$ cat src/logic/axi_burst_defines.svh
`ifndef AXI_BURST_DEFINES_SVH
`define AXI_BURST_DEFINES_SVH

// beat width in bits
`define AXI_DATA_W 32

// byte address width
`define AXI_ADDR_W 12

// one strobe bit per data byte
`define AXI_STRB_W (`AXI_DATA_W / 8)

// buffer RAM geometry
`define RAM_DEPTH 32
`define RAM_IDX_W 5

// byte lanes inside one word
`define BYTE_OFS_W 2

`endif

$ cat src/logic/axi_burst_pkg.sv
`include "axi_burst_defines.svh"

package axi_burst_pkg;

  // AxBURST encodings
  typedef enum logic [1:0] {
    FIXED    = 2'b00,
    INCR     = 2'b01,
    WRAP     = 2'b10,
    RESERVED = 2'b11
  } axi_burst_e;

  // only the two codes this slave ever returns
  typedef enum logic [1:0] {
    OKAY   = 2'b00,
    SLVERR = 2'b10
  } axi_resp_e;

  // address bits above the RAM index are don't-care
  typedef struct packed {
    logic [`AXI_ADDR_W-`RAM_IDX_W-`BYTE_OFS_W-1:0] tag;
    logic [`RAM_IDX_W-1:0]                         idx;
    logic [`BYTE_OFS_W-1:0]                        ofs;
  } axi_addr_fields_t;

  // byte view for burst arithmetic, field view for the RAM
  typedef union packed {
    logic [`AXI_ADDR_W-1:0] byte_addr;
    axi_addr_fields_t       field;
  } axi_addr_u;

  // shared by AW and AR
  typedef struct packed {
    axi_addr_u  addr;
    logic [7:0] len;
    axi_burst_e burst;
  } axi_addr_req_t;

  typedef struct packed {
    logic [`AXI_DATA_W-1:0] data;
    logic [`AXI_STRB_W-1:0] strb;
    logic                   last;
  } w_beat_t;

  typedef struct packed {
    logic [`AXI_DATA_W-1:0] data;
    axi_resp_e              resp;
    logic                   last;
  } r_beat_t;

  typedef struct packed {
    logic                   en;
    logic [`RAM_IDX_W-1:0]  idx;
    logic [`AXI_DATA_W-1:0] data;
    logic [`AXI_STRB_W-1:0] strb;
  } ram_wr_t;

endpackage

$ cat src/logic/axi_burst_mem.sv
`timescale 1ns/1ps
`include "axi_burst_defines.svh"

module axi_burst_mem (
  input  logic                         S_AXI_ACLK,
  input  logic                         S_AXI_ARESETN,
  input  axi_burst_pkg::axi_addr_req_t i_s_axi_aw,
  input  logic                         i_s_axi_awvalid,
  output logic                         o_s_axi_awready,
  input  axi_burst_pkg::w_beat_t       i_s_axi_w,
  input  logic                         i_s_axi_wvalid,
  output logic                         o_s_axi_wready,
  output axi_burst_pkg::axi_resp_e     o_s_axi_bresp,
  output logic                         o_s_axi_bvalid,
  input  logic                         i_s_axi_bready,
  input  axi_burst_pkg::axi_addr_req_t i_s_axi_ar,
  input  logic                         i_s_axi_arvalid,
  output logic                         o_s_axi_arready,
  output axi_burst_pkg::r_beat_t       o_s_axi_r,
  output logic                         o_s_axi_rvalid,
  input  logic                         i_s_axi_rready
);
  // busy flags keep the two channels mutually exclusive
  logic                   wr_busy;
  logic                   rd_busy;
  axi_burst_pkg::ram_wr_t ram_wr;
  logic [`RAM_IDX_W-1:0]  rd_idx;
  logic [`AXI_DATA_W-1:0] rd_data;

  write_channel u_write (
    .S_AXI_ACLK    (S_AXI_ACLK),
    .S_AXI_ARESETN (S_AXI_ARESETN),
    .i_aw          (i_s_axi_aw),
    .i_awvalid     (i_s_axi_awvalid),
    .o_awready     (o_s_axi_awready),
    .i_w           (i_s_axi_w),
    .i_wvalid      (i_s_axi_wvalid),
    .o_wready      (o_s_axi_wready),
    .o_bresp       (o_s_axi_bresp),
    .o_bvalid      (o_s_axi_bvalid),
    .i_bready      (i_s_axi_bready),
    .i_rd_busy     (rd_busy),
    .o_wr_busy     (wr_busy),
    .o_ram_wr      (ram_wr)
  );

  read_channel u_read (
    .S_AXI_ACLK    (S_AXI_ACLK),
    .S_AXI_ARESETN (S_AXI_ARESETN),
    .i_ar          (i_s_axi_ar),
    .i_arvalid     (i_s_axi_arvalid),
    .o_arready     (o_s_axi_arready),
    .i_awvalid     (i_s_axi_awvalid),
    .i_wr_busy     (wr_busy),
    .o_rd_busy     (rd_busy),
    .o_rd_idx      (rd_idx),
    .i_rd_data     (rd_data),
    .o_r           (o_s_axi_r),
    .o_rvalid      (o_s_axi_rvalid),
    .i_rready      (i_s_axi_rready)
  );

  burst_ram u_ram (
    .S_AXI_ACLK (S_AXI_ACLK),
    .i_wr       (ram_wr),
    .i_rd_idx   (rd_idx),
    .o_rd_data  (rd_data)
  );

endmodule

$ cat src/logic/burst_addr_gen.sv
`timescale 1ns/1ps
`include "axi_burst_defines.svh"

module burst_addr_gen (
  input  logic                         S_AXI_ACLK,
  input  logic                         S_AXI_ARESETN,
  input  logic                         i_load,
  input  axi_burst_pkg::axi_addr_req_t i_req,
  input  logic                         i_advance,
  output axi_burst_pkg::axi_addr_u     o_addr,
  output logic                         o_last,
  output logic                         o_err
);
  localparam int WORD_W = `AXI_ADDR_W - `BYTE_OFS_W;

  axi_burst_pkg::axi_addr_u  cur_addr;
  axi_burst_pkg::axi_burst_e burst_q;
  logic [7:0]                len_q;
  logic [7:0]                beat_cnt;
  logic [WORD_W-1:0]         word_addr;
  logic [WORD_W-1:0]         word_inc;
  logic [WORD_W-1:0]         wrap_mask;
  logic [WORD_W-1:0]         word_next;
  logic                      wrap_len_ok;
  logic                      step_en;

  // word-granular address, byte offset dropped
  assign word_addr = cur_addr.byte_addr[`AXI_ADDR_W-1:`BYTE_OFS_W];
  assign word_inc  = word_addr + 1'b1;

  // window of len+1 words, valid only for power-of-two lengths
  assign wrap_mask   = WORD_W'(len_q);
  assign wrap_len_ok = (len_q == 8'd1) || (len_q == 8'd3) ||
                       (len_q == 8'd7) || (len_q == 8'd15);

  assign o_err = (burst_q == axi_burst_pkg::RESERVED) ||
                 ((burst_q == axi_burst_pkg::WRAP) && !wrap_len_ok);

  // fixed and error bursts stay on one address
  assign step_en = !o_err && (burst_q != axi_burst_pkg::FIXED);

  always_comb begin
    if (burst_q == axi_burst_pkg::WRAP) begin
      word_next = (word_addr & ~wrap_mask) | (word_inc & wrap_mask);
    end else begin
      word_next = word_inc;
    end
  end

  always_ff @(posedge S_AXI_ACLK) begin
    if (!S_AXI_ARESETN) begin
      beat_cnt <= '0;
      len_q    <= '0;
      burst_q  <= axi_burst_pkg::FIXED;
    end else if (i_load) begin
      beat_cnt <= '0;
      len_q    <= i_req.len;
      burst_q  <= i_req.burst;
    end else if (i_advance) begin
      beat_cnt <= beat_cnt + 8'd1;
    end
  end

  always_ff @(posedge S_AXI_ACLK) begin
    if (i_load) begin
      cur_addr <= i_req.addr;
    end else if (i_advance && step_en) begin
      cur_addr.byte_addr <= {word_next, {`BYTE_OFS_W{1'b0}}};
    end
  end

  assign o_addr = cur_addr;
  assign o_last = (beat_cnt == len_q);

  // once the final beat has moved, nothing advances until the next burst
  a_no_advance_past_last: assert property (
    @(posedge S_AXI_ACLK) disable iff (!S_AXI_ARESETN)
    (i_advance && o_last) |=> (!i_advance until i_load)
  ) else $error("burst advanced past its final beat");

endmodule

$ cat src/logic/burst_ram.sv
`timescale 1ns/1ps
`include "axi_burst_defines.svh"

module burst_ram (
  input  logic                   S_AXI_ACLK,
  input  axi_burst_pkg::ram_wr_t i_wr,
  input  logic [`RAM_IDX_W-1:0]  i_rd_idx,
  output logic [`AXI_DATA_W-1:0] o_rd_data
);
  logic [`AXI_DATA_W-1:0] mem [`RAM_DEPTH];

  // byte lanes written independently under strobe
  always_ff @(posedge S_AXI_ACLK) begin
    if (i_wr.en) begin
      for (int b = 0; b < `AXI_STRB_W; b++) begin
        if (i_wr.strb[b]) begin
          mem[i_wr.idx][8*b +: 8] <= i_wr.data[8*b +: 8];
        end
      end
    end
  end

  // registered read every cycle
  always_ff @(posedge S_AXI_ACLK) begin
    o_rd_data <= mem[i_rd_idx];
  end

endmodule

$ cat src/logic/read_channel.sv
`timescale 1ns/1ps
`include "axi_burst_defines.svh"

module read_channel (
  input  logic                         S_AXI_ACLK,
  input  logic                         S_AXI_ARESETN,
  input  axi_burst_pkg::axi_addr_req_t i_ar,
  input  logic                         i_arvalid,
  output logic                         o_arready,
  input  logic                         i_awvalid,
  input  logic                         i_wr_busy,
  output logic                         o_rd_busy,
  output logic [`RAM_IDX_W-1:0]        o_rd_idx,
  input  logic [`AXI_DATA_W-1:0]       i_rd_data,
  output axi_burst_pkg::r_beat_t       o_r,
  output logic                         o_rvalid,
  input  logic                         i_rready
);
  axi_burst_pkg::axi_addr_u rd_addr;
  logic                     ar_hs;
  logic                     r_hs;
  logic                     fetch_q;
  logic                     beat_last;
  logic                     burst_err;

  assign ar_hs = o_arready && i_arvalid;
  assign r_hs  = o_rvalid && i_rready;

  burst_addr_gen u_addr_gen (
    .S_AXI_ACLK    (S_AXI_ACLK),
    .S_AXI_ARESETN (S_AXI_ARESETN),
    .i_load        (ar_hs),
    .i_req         (i_ar),
    .i_advance     (r_hs),
    .o_addr        (rd_addr),
    .o_last        (beat_last),
    .o_err         (burst_err)
  );

  always_ff @(posedge S_AXI_ACLK) begin
    if (!S_AXI_ARESETN) begin
      o_arready <= 1'b0;
      o_rd_busy <= 1'b0;
      o_rvalid  <= 1'b0;
      fetch_q   <= 1'b0;
    end else begin
      // a pending write always goes first
      if (!o_rd_busy && !i_wr_busy && !i_awvalid && i_arvalid) begin
        o_arready <= 1'b1;
        o_rd_busy <= 1'b1;
      end else begin
        o_arready <= 1'b0;
      end

      // one bubble cycle while the RAM fetches the next word
      fetch_q <= ar_hs || (r_hs && !beat_last);

      if (fetch_q) begin
        o_rvalid <= 1'b1;
      end else if (r_hs) begin
        o_rvalid <= 1'b0;
      end

      if (r_hs && beat_last) begin
        o_rd_busy <= 1'b0;
      end
    end
  end

  assign o_rd_idx = rd_addr.field.idx;

  // address is frozen during RVALID so the RAM output holds too
  always_comb begin
    o_r.data = i_rd_data;
    o_r.resp = burst_err ? axi_burst_pkg::SLVERR : axi_burst_pkg::OKAY;
    o_r.last = beat_last;
  end

  a_r_stable: assert property (
    @(posedge S_AXI_ACLK) disable iff (!S_AXI_ARESETN)
    (o_rvalid && !i_rready) |=> (o_rvalid && $stable(o_r))
  ) else $error("R beat changed while stalled");

endmodule

$ cat src/logic/write_channel.sv
`timescale 1ns/1ps

module write_channel (
  input  logic                         S_AXI_ACLK,
  input  logic                         S_AXI_ARESETN,
  input  axi_burst_pkg::axi_addr_req_t i_aw,
  input  logic                         i_awvalid,
  output logic                         o_awready,
  input  axi_burst_pkg::w_beat_t       i_w,
  input  logic                         i_wvalid,
  output logic                         o_wready,
  output axi_burst_pkg::axi_resp_e     o_bresp,
  output logic                         o_bvalid,
  input  logic                         i_bready,
  input  logic                         i_rd_busy,
  output logic                         o_wr_busy,
  output axi_burst_pkg::ram_wr_t       o_ram_wr
);
  axi_burst_pkg::axi_addr_u wr_addr;
  logic                     aw_hs;
  logic                     w_hs;
  logic                     b_hs;
  logic                     beat_last;
  logic                     burst_err;

  assign aw_hs = o_awready && i_awvalid;
  assign w_hs  = o_wready && i_wvalid;
  assign b_hs  = o_bvalid && i_bready;

  burst_addr_gen u_addr_gen (
    .S_AXI_ACLK    (S_AXI_ACLK),
    .S_AXI_ARESETN (S_AXI_ARESETN),
    .i_load        (aw_hs),
    .i_req         (i_aw),
    .i_advance     (w_hs),
    .o_addr        (wr_addr),
    .o_last        (beat_last),
    .o_err         (burst_err)
  );

  always_ff @(posedge S_AXI_ACLK) begin
    if (!S_AXI_ARESETN) begin
      o_awready <= 1'b0;
      o_wready  <= 1'b0;
      o_bvalid  <= 1'b0;
      o_wr_busy <= 1'b0;
    end else begin
      // claim the slave as soon as AW shows up and nobody is busy
      if (!o_wr_busy && !i_rd_busy && i_awvalid) begin
        o_awready <= 1'b1;
        o_wr_busy <= 1'b1;
      end else begin
        o_awready <= 1'b0;
      end

      if (aw_hs) begin
        o_wready <= 1'b1;
      end else if (w_hs && beat_last) begin
        o_wready <= 1'b0;
      end

      // response follows the final beat by one cycle
      if (w_hs && beat_last) begin
        o_bvalid <= 1'b1;
      end else if (b_hs) begin
        o_bvalid <= 1'b0;
      end

      if (b_hs) begin
        o_wr_busy <= 1'b0;
      end
    end
  end

  // held by the address generator until the next AW
  assign o_bresp = burst_err ? axi_burst_pkg::SLVERR : axi_burst_pkg::OKAY;

  // RAM takes the beat on the same edge it is accepted
  always_comb begin
    o_ram_wr.en   = w_hs && !burst_err;
    o_ram_wr.idx  = wr_addr.field.idx;
    o_ram_wr.data = i_w.data;
    o_ram_wr.strb = i_w.strb;
  end

  a_wready_needs_busy: assert property (
    @(posedge S_AXI_ACLK) disable iff (!S_AXI_ARESETN)
    o_wready |-> o_wr_busy
  ) else $error("WREADY high outside a write burst");

  a_wlast_matches_len: assert property (
    @(posedge S_AXI_ACLK) disable iff (!S_AXI_ARESETN)
    w_hs |-> (i_w.last == beat_last)
  ) else $error("WLAST disagrees with AWLEN beat count");

endmodule

$ cat config.mk
export PLATFORM = sky130hd
export DESIGN_NAME = axi_burst_mem
export DESIGN_NICKNAME = d
export VERILOG_FILES = /design/src/logic/axi_burst_pkg.sv /design/src/logic/axi_burst_mem.sv /design/src/logic/burst_addr_gen.sv /design/src/logic/burst_ram.sv /design/src/logic/read_channel.sv /design/src/logic/write_channel.sv
export VERILOG_INCLUDE_DIRS = /design/src /design/src/logic
export SDC_FILE = /design/constraint.sdc
export NUM_CORES = 1
export LEC_CHECK = 0
export BUFFER_PORTS_ARGS = -buffer_cell sky130_fd_sc_hd__buf_4
export CAP_MARGIN = 10
export CORE_MARGIN = 10
export CORE_UTILIZATION = 45
export DETAILED_ROUTE_END_ITERATION = 16
export GPL_TIMING_DRIVEN = 0
export PLACE_DENSITY = 0.72
export SLEW_MARGIN = 0
export SYNTH_ARGS = -nofsm -noshare
export SYNTH_HDL_FRONTEND = slang
export SYNTH_SLANG_ARGS = --single-unit
$ cat constraint.sdc
create_clock -name S_AXI_ACLK -period 5.4 [get_ports S_AXI_ACLK]
set_input_delay 0.27 -clock S_AXI_ACLK [delete_from_list [all_inputs] [get_ports S_AXI_ACLK]]
set_output_delay 0.27 -clock S_AXI_ACLK [all_outputs]
set_load 0.005 [all_outputs]
==> summary.md, run 1 <==
| Metric | Value |
|---|---|
| Placed Area | 45360 µm² |
| I/O Pins | 130 |
| Fmax achieved | 280.5 MHz |
| Status | finished, final reports clean |
| Seq/Total Area, Yosys | 0.7591 |
| Min cycle time layout | 3.565 ns |
| VDD IR max | 0.2583 mV |
| Critical Path Start Type | register |
| Gr usage total | 0.2109 |
| Worst Hold Class | in -> reg |
| Most frequent cells in the layout | edfxtp_1, mux2i_1, nor2_1, buf_4, mux4_2 |
| Final WL | 115900 µm |
| Grt ovf | 0 |
| Starting density of the core | 0.4523 |
| Clock Pin Slew Worst Setup and Hold Paths | 0.07 ns |
| Detail Route Antenna Nets | 0 |
| Power, Total | 0.01742 W |
| FP Rows | 113 |
| WP data required | 5.89 ns |
| CTS max path bufs | 3 |
| CORE AREA | 94870 µm² |
| Max Cap Viol | 0 |
| Clock Root Buffer | clkbuf_16 |
| Static Leak | 16.20 nW |
| Setup Fix Bufs, Post-CTS | 0 |
| Fillers | 7260 |
| Slew @ Worst Pin | 1.353 ns |
| Setup ws final | 1.835 ns |
| Ys Warns | 0 |
| Slew HR | 0.09791 |
| WL per Instance | 28.95 µm |
| IO buf count | 112 |
| Clk_skew | 0.04423 ns |
| Crit share post-route | 0.6602 |
| CTS Buf Count | 108 |
| Remaining DRCs | 0 |
| Design Area, Final | 49510 µm² |
| Crit path arrival time | 4.06 ns |
| Worst setup EP type | register |
| Vias/cell | 6.060 |
| Yosys cell types | 45 |
| PD cells | 351.9 nW/µm² |
| First-pass GRT wire length | 166400 µm |
| Nets | 2732 |
| Synthesis-stage register bit count | 1110 |
| Largest net degree at the start of global routing | 33 |
| CTS Sinks | 1110 |
| Fraction of layout cells with a size suffix above 1 | 0.1677 |
| # setup viols final | 0 |
| Commonest non-fill, non-tap cell in the layout | edfxtp_1 |
| Skew-Pair Late Insertion Delay | 0.69 ns |
| Avg Synthesized Cell Area | 18.20 µm² |
| Die Wd | 328.8 µm |
| H-tree level count | 3 |
| Netlist Area Pre-Place | 42910 µm² |
| Vias in the first global route | 24450 |
| RSZ-0062 raised after global routing | no |
| Post-CTS resize count | 0 |
| Dpl hpwl | 77630 µm |
| Final Max Tran Viols | 0 |
| Fin. Hold Viols | 0 |
| Die Y | 328.8 µm |
| CTS Hold Bufs | 55 |
| Pre-CTS setup slack | 2.070 ns |
| Initial DRC count | 3072 |
| Hold_ws | 0.02445 ns |
| CTS tree | yes |
| Via count | 24260 |
| Synth Instances | 2357 |
| CP Class | reg -> reg |
| DIE AREA | 108100 µm² |
| Pre-antenna DRT Iters | 8 |
| Final Wtd Congestion | 0.8764 |
| CP max FO | 10 |
| Initial antenna violation count | 4 |
| Syn-to-layout area delta | 15.38% |
| TNS Setup | 0 ns |
==> per-stage QoR <==
step	utilization	cells
after floorplan	-	2358
after global placement	0.4779	3735
after detailed placement	0.4781	3737
after CTS	0.5217	3996
after global routing	0.5217	3997
final	0.5219	4003
==> registers in the layout, indices dropped and copies added, names as in the netlist, 2 cells and up, named ones only <==
signal                       cells
u_ram.mem                     1024
u_ram.o_rd_data                 32
u_read.u_addr_gen.beat_cnt       8
u_read.u_addr_gen.burst_q        2
u_read.u_addr_gen.len_q          8
u_write.u_addr_gen.beat_cnt      8
u_write.u_addr_gen.burst_q       2
u_write.u_addr_gen.len_q         8
==> metal layers <==
metal / up-vias / GRT usage / share of wire
met3: 282 / 0.05684 / 0.11
met5: - / 0 / 0.00020
met1: 12420 / 0.2708 / 0.37
met4: 4 / 0.1051 / 0.050
met2: 1511 / 0.3290 / 0.47
li1: 10040 / - / -
==> area by class of cell <==
| type | instances | area (µm²) | share of cell area |
|---|---|---|---|
| buffer | 149 | 779.5 | 0.01574 |
| timing repair buffer | 169 | 1414 | 0.02856 |
| clock buffer | 164 | 3159 | 0.06381 |
| inverter | 8 | 30.03 | 0.0006065 |
| multi-input combinational | 1091 | 9530 | 0.1925 |
| clock inverter | 40 | 424.2 | 0.008567 |
| antenna | 7 | 17.52 | 0.0003538 |
| sequential | 1110 | 32570 | 0.6579 |
| tap | 1265 | 1583 | 0.03197 |
==> where the power goes <==
part           switching, W  total, W  internal (W)
combinational      0.000300  0.000451      0.000151
clock               0.00318   0.00755       0.00437
sequential        0.0000120   0.00942       0.00941
==> cells in the mapped netlist, drive strengths merged <==
cell,n,area [µm²]
nor4,3,18.77
xor2,16,140.1
and2,6,37.54
nand3b,1,7.510
o31ai,5,37.54
xnor2,21,183.9
inv,7,26.28
nand2,85,319.1
a31o,1,8.760
nand4,11,68.82
buf,65,460.4
clkinv,1,3.750
o221ai,32,280.3
nor2,157,589.3
edfxtp,1034,31050
a22oi,32,240.2
a21o,1,7.510
nor4b,1,8.760
ha,7,87.58
nand2b,5,31.28
dfxtp,76,1521
mux2i,256,2562
nor2b,13,81.33
a31oi,1,6.260
nand3,25,125.1
mux4,128,2883
o22ai,33,206.5
a41oi,1,8.760
a211oi,33,247.7
clkbuf,84,319.1
o21a,1,7.510
and3,4,25.02
a21oi,62,310.3
nor3b,1,7.510
a221oi,65,569.3
a41o,1,10.01
conb,1,3.750
o21ai,81,405.4
==> cells by family (layout without fill, tap and decap cells) <==
family	after synthesis	in the layout	share of synthesized area
fa+ha+maj	7	7	0.002041
buf+inv	157	530	0.01887
other cells	1	9	0.00008740
compound gates	349	349	0.05468
xor+xnor	37	37	0.007553
flops	1110	1110	0.7591
mux	384	384	0.1269
simple gates	312	312	0.03076
==> worst paths after layout <==
path / slack [ns] / cells after the start / to / startpoint
hold reg to reg: 0.46 / 1 / u_read.o_arready / u_read.o_rd_busy
setup / recovery: 1.84 / 6 / u_ram.o_rd_data[30] / register
hold / removal: 0.02 / 1 / u_ram.mem[2][24] / i_s_axi_w[29]
setup reg to reg: 1.84 / 6 / u_ram.o_rd_data[30] / register
==> worst max-delay path: stages (launching register included) <==
cell and delay, ns:
edfxtp_1 0.57, buf_2 0.30, nand3_1 0.58, clkbuf_1 0.77, o22ai_1 0.23, a211oi_1 0.65, a22oi_1 0.28
Note: power is estimated with default switching activity, not from simulation.
==> run 2: changes to the inputs <==
==> constraint.sdc (replaced) <==
create_clock -name S_AXI_ACLK -period 3.65 [get_ports S_AXI_ACLK]
set_input_delay 0.1825 -clock S_AXI_ACLK [delete_from_list [all_inputs] [get_ports S_AXI_ACLK]]
set_output_delay 0.1825 -clock S_AXI_ACLK [all_outputs]
set_load 0.005 [all_outputs]
==> run 2 against run 1 <==
Effect of this change:
- clock power rose by 48%
- routed wire length rose by 0.37%
- clock skew fell by 0.0044 ns
- critical path type unchanged
- largest power group unchanged
==> summary.md, run 2 (synthesized netlist as in run 1, its figures left out) <==
| Metric | Value |
|---|---|
| Critical path depth | 6 (unchanged) |
| Delay-heaviest family, CP | buffers and inverters |
| CTS Buf Count | 108 (unchanged) |
| Final Max Tran Viols | 0 (unchanged) |
| Dpl hpwl | 77630 µm (unchanged) |
| Crit share post-route | 0.9451 (+0.2849) |
| WP data required | 4.15 ns (-1.74 ns) |
| Top Registers | u_ram.mem x1024, u_ram.o_rd_data x32 |
| WL per Instance | 28.93 µm (about the same) |
| Skew-Pair Late Insertion Delay | 0.69 ns (about the same) |
| Slew @ Worst Pin | 1.199 ns (-0.1545 ns) |
| CP max FO | 10 (unchanged) |
| Pint | 0.02062 W (+48%) |
| Clock Pin Slew Worst Setup and Hold Paths | 0.07 ns (about the same) |
| Sequential Power Share | 0.540 (about the same) |
| FP Rows | 113 (unchanged) |
| Max layer used | met4 |
| Crit path arrival time | 3.95 ns (-0.11 ns) |
| Switch Pwr | 0.005174 W (+48%) |
| H-tree level count | 3 (unchanged) |
| Die Y | 328.8 µm (unchanged) |
| Max Cap Viol | 0 (unchanged) |
| Static Leak | 16.33 nW (+0.81%) |
| TNS Setup | 0 ns (unchanged) |
| Syn-to-layout area delta | 15.97% |
| Initial antenna violation count | 2 (-2) |
| Starting density of the core | 0.4523 (unchanged) |
| Largest register FFs | 1024 (unchanged) |
| Critical Path Start Type | register |
| Slowest stage delay, CP | 0.77 ns (about the same) |
| Remaining DRCs | 0 (unchanged) |
| CP Class | reg -> reg |
| Largest net degree at the start of global routing | 33 (unchanged) |
| Grt ovf | 0 (unchanged) |
| # setup viols final | 0 (unchanged) |
| Fin. Hold Viols | 0 (unchanged) |
| Routed wl met2 | 54200 µm (-0.30%) |
| Critical-path top delay cell | clkbuf_1 |
| CTS max path bufs | 3 (unchanged) |
| Critical-path cell list | buf_2, nand3_1, clkbuf_1, o22ai_1, a211oi_1, a22oi_1 |
| Clock Root Buffer | clkbuf_16 |
| Via count | 24210 (-0.19%) |
| Fmax achieved | 289.9 MHz (+3.3%) |
| Clk_skew | 0.03980 ns (-0.004430 ns) |
| Worst Hold Class | in -> reg |
| Initial DRC count | 3103 (+1.0%) |
| I/O Pins | 130 (unchanged) |
| Sw frac | 0.2006 (about the same) |
| DIE AREA | 108100 µm² (unchanged) |
| Vias/cell | 6.021 (-0.64%) |
| Clk network pwr share | 0.433 (about the same) |
| Number of diodes | 0 (-7) |
| CP Buf/Inv Count | 2 (unchanged) |
| Detail Route Antenna Nets | 0 (unchanged) |
| Nets | 2757 (+0.92%) |
| First-pass GRT wire length | 167000 µm (+0.39%) |
| Final Wtd Congestion | 0.8764 (unchanged) |
| Biggest register | u_ram.mem |
| Status | finished, final reports clean |
| Min cycle time layout | 3.449 ns (-0.1154 ns) |
| Vias in the first global route | 24620 (+0.70%) |
| Die Wd | 328.8 µm (unchanged) |
| Final WL | 116300 µm (+0.37%) |
| Slew HR | 0.2009 (+0.1030) |
| PD cells | 518.5 nW/µm² (+47%) |
| Gr usage total | 0.2115 (+0.0006288) |
| CTS tree | yes |
| Worst-case reg-to-reg path depth | 6 (unchanged) |
| RSZ-0062 raised after global routing | no |
| Comb power frac | 0.027 (about the same) |
| Hold Path Depth | 3 (+2) |
| Design Area, Final | 49760 µm² (+0.51%) |
| Placed Area | 45360 µm² (unchanged) |
| Worst setup EP type | register |
| Commonest non-fill, non-tap cell in the layout | edfxtp_1 |
| Met3 WL | 12710 µm (+2.4%) |
| M1 WL | 43250 µm (-0.11%) |
| Pre-antenna DRT Iters | 6 (-2) |
| VDD IR max | 0.4003 mV (+55%) |
| CTS Sinks | 1110 (unchanged) |
| IO buf count | 112 (unchanged) |
| Most frequent cells in the layout | edfxtp_1, mux2i_1, nor2_1, buf_4, mux4_2 |
| Fraction of layout cells with a size suffix above 1 | 0.1665 (-0.001158) |
| CORE AREA | 94870 µm² (unchanged) |
[run 2: cell types whose count changed in the layout (fill, tap and decap cells not counted), sizes merged]
cell | before | now
buf | 179 | 180
dlygate4sd3 | 55 | 79
diode | 7 | 0
[run 2: timing repair]
item	CTS	global route
setup buffers	0	0
gates resized for setup	0	0
endpoints found under the hold margin	1076	0
hold buffers	79	0
endpoints found under the setup margin	0	0
[run 2: cell type report]
| class | count | area, µm² |
|---|---|---|
| plain buffers | 149 | 779.5 |
| clock inverters | 40 | 424.2 |
| clock buffers | 164 | 3159 |
| flip-flops and latches | 1110 | 32570 |
| repair buffers | 194 | 1682 |
| well taps | 1265 | 1583 |
| multi-input cells | 1091 | 9530 |
| fillers | 7227 | 45110 |
| inverters | 8 | 30.03 |
[run 2: per-layer routing]
metal | global-route usage | vias up
met5 | 0 | -
met4 | 0.1044 | 0
met3 | 0.05732 | 294
met2 | 0.3304 | 1495
met1 | 0.2714 | 12360
li1 | - | 10070
[run 2: final timing paths]
check,start,to,slack [ns]
worst max-delay path,register,u_ram.o_rd_data[30],0.20
worst min register to register,u_read.o_rd_busy,u_read.o_arready,0.45
worst min-delay path,i_s_axi_w[4],u_ram.mem[0][28],0.29
worst max register to register,register,u_ram.o_rd_data[30],0.20
[run 2: metrics by stage]
step	power, W	hold slack [ns]	utilization	setup WS, ns	instances
2_1_floorplan	0.01442	0.2814	-	1.631	2358
3_3_place_gp	0.01479	0.3877	0.4779	0.3157	3735
3_5_place_dp	0.01481	0.3918	0.4781	0.3200	3737
4_1_cts	0.02587	0.2012	0.5242	0.3105	4020
5_1_grt	0.02642	0.2472	0.5245	0.2225	4021
6_report	0.02580	0.2860	0.5245	0.2005	4021
[run 2: worst min-delay path, stage by stage]
cell and delay, ns:
buf_4 0.12, nand3_1 0.20, nor2_1 0.25
[run 2: power groups by stage]
stage          logic [W]  clock network [W]  registers [W]
4_1_cts         0.000677             0.0113         0.0139
5_1_grt         0.000728             0.0118         0.0139
6_report        0.000687             0.0112         0.0139
2_1_floorplan   0.000219                  0         0.0142
3_3_place_gp    0.000583                  0         0.0142
3_5_place_dp    0.000607                  0         0.0142
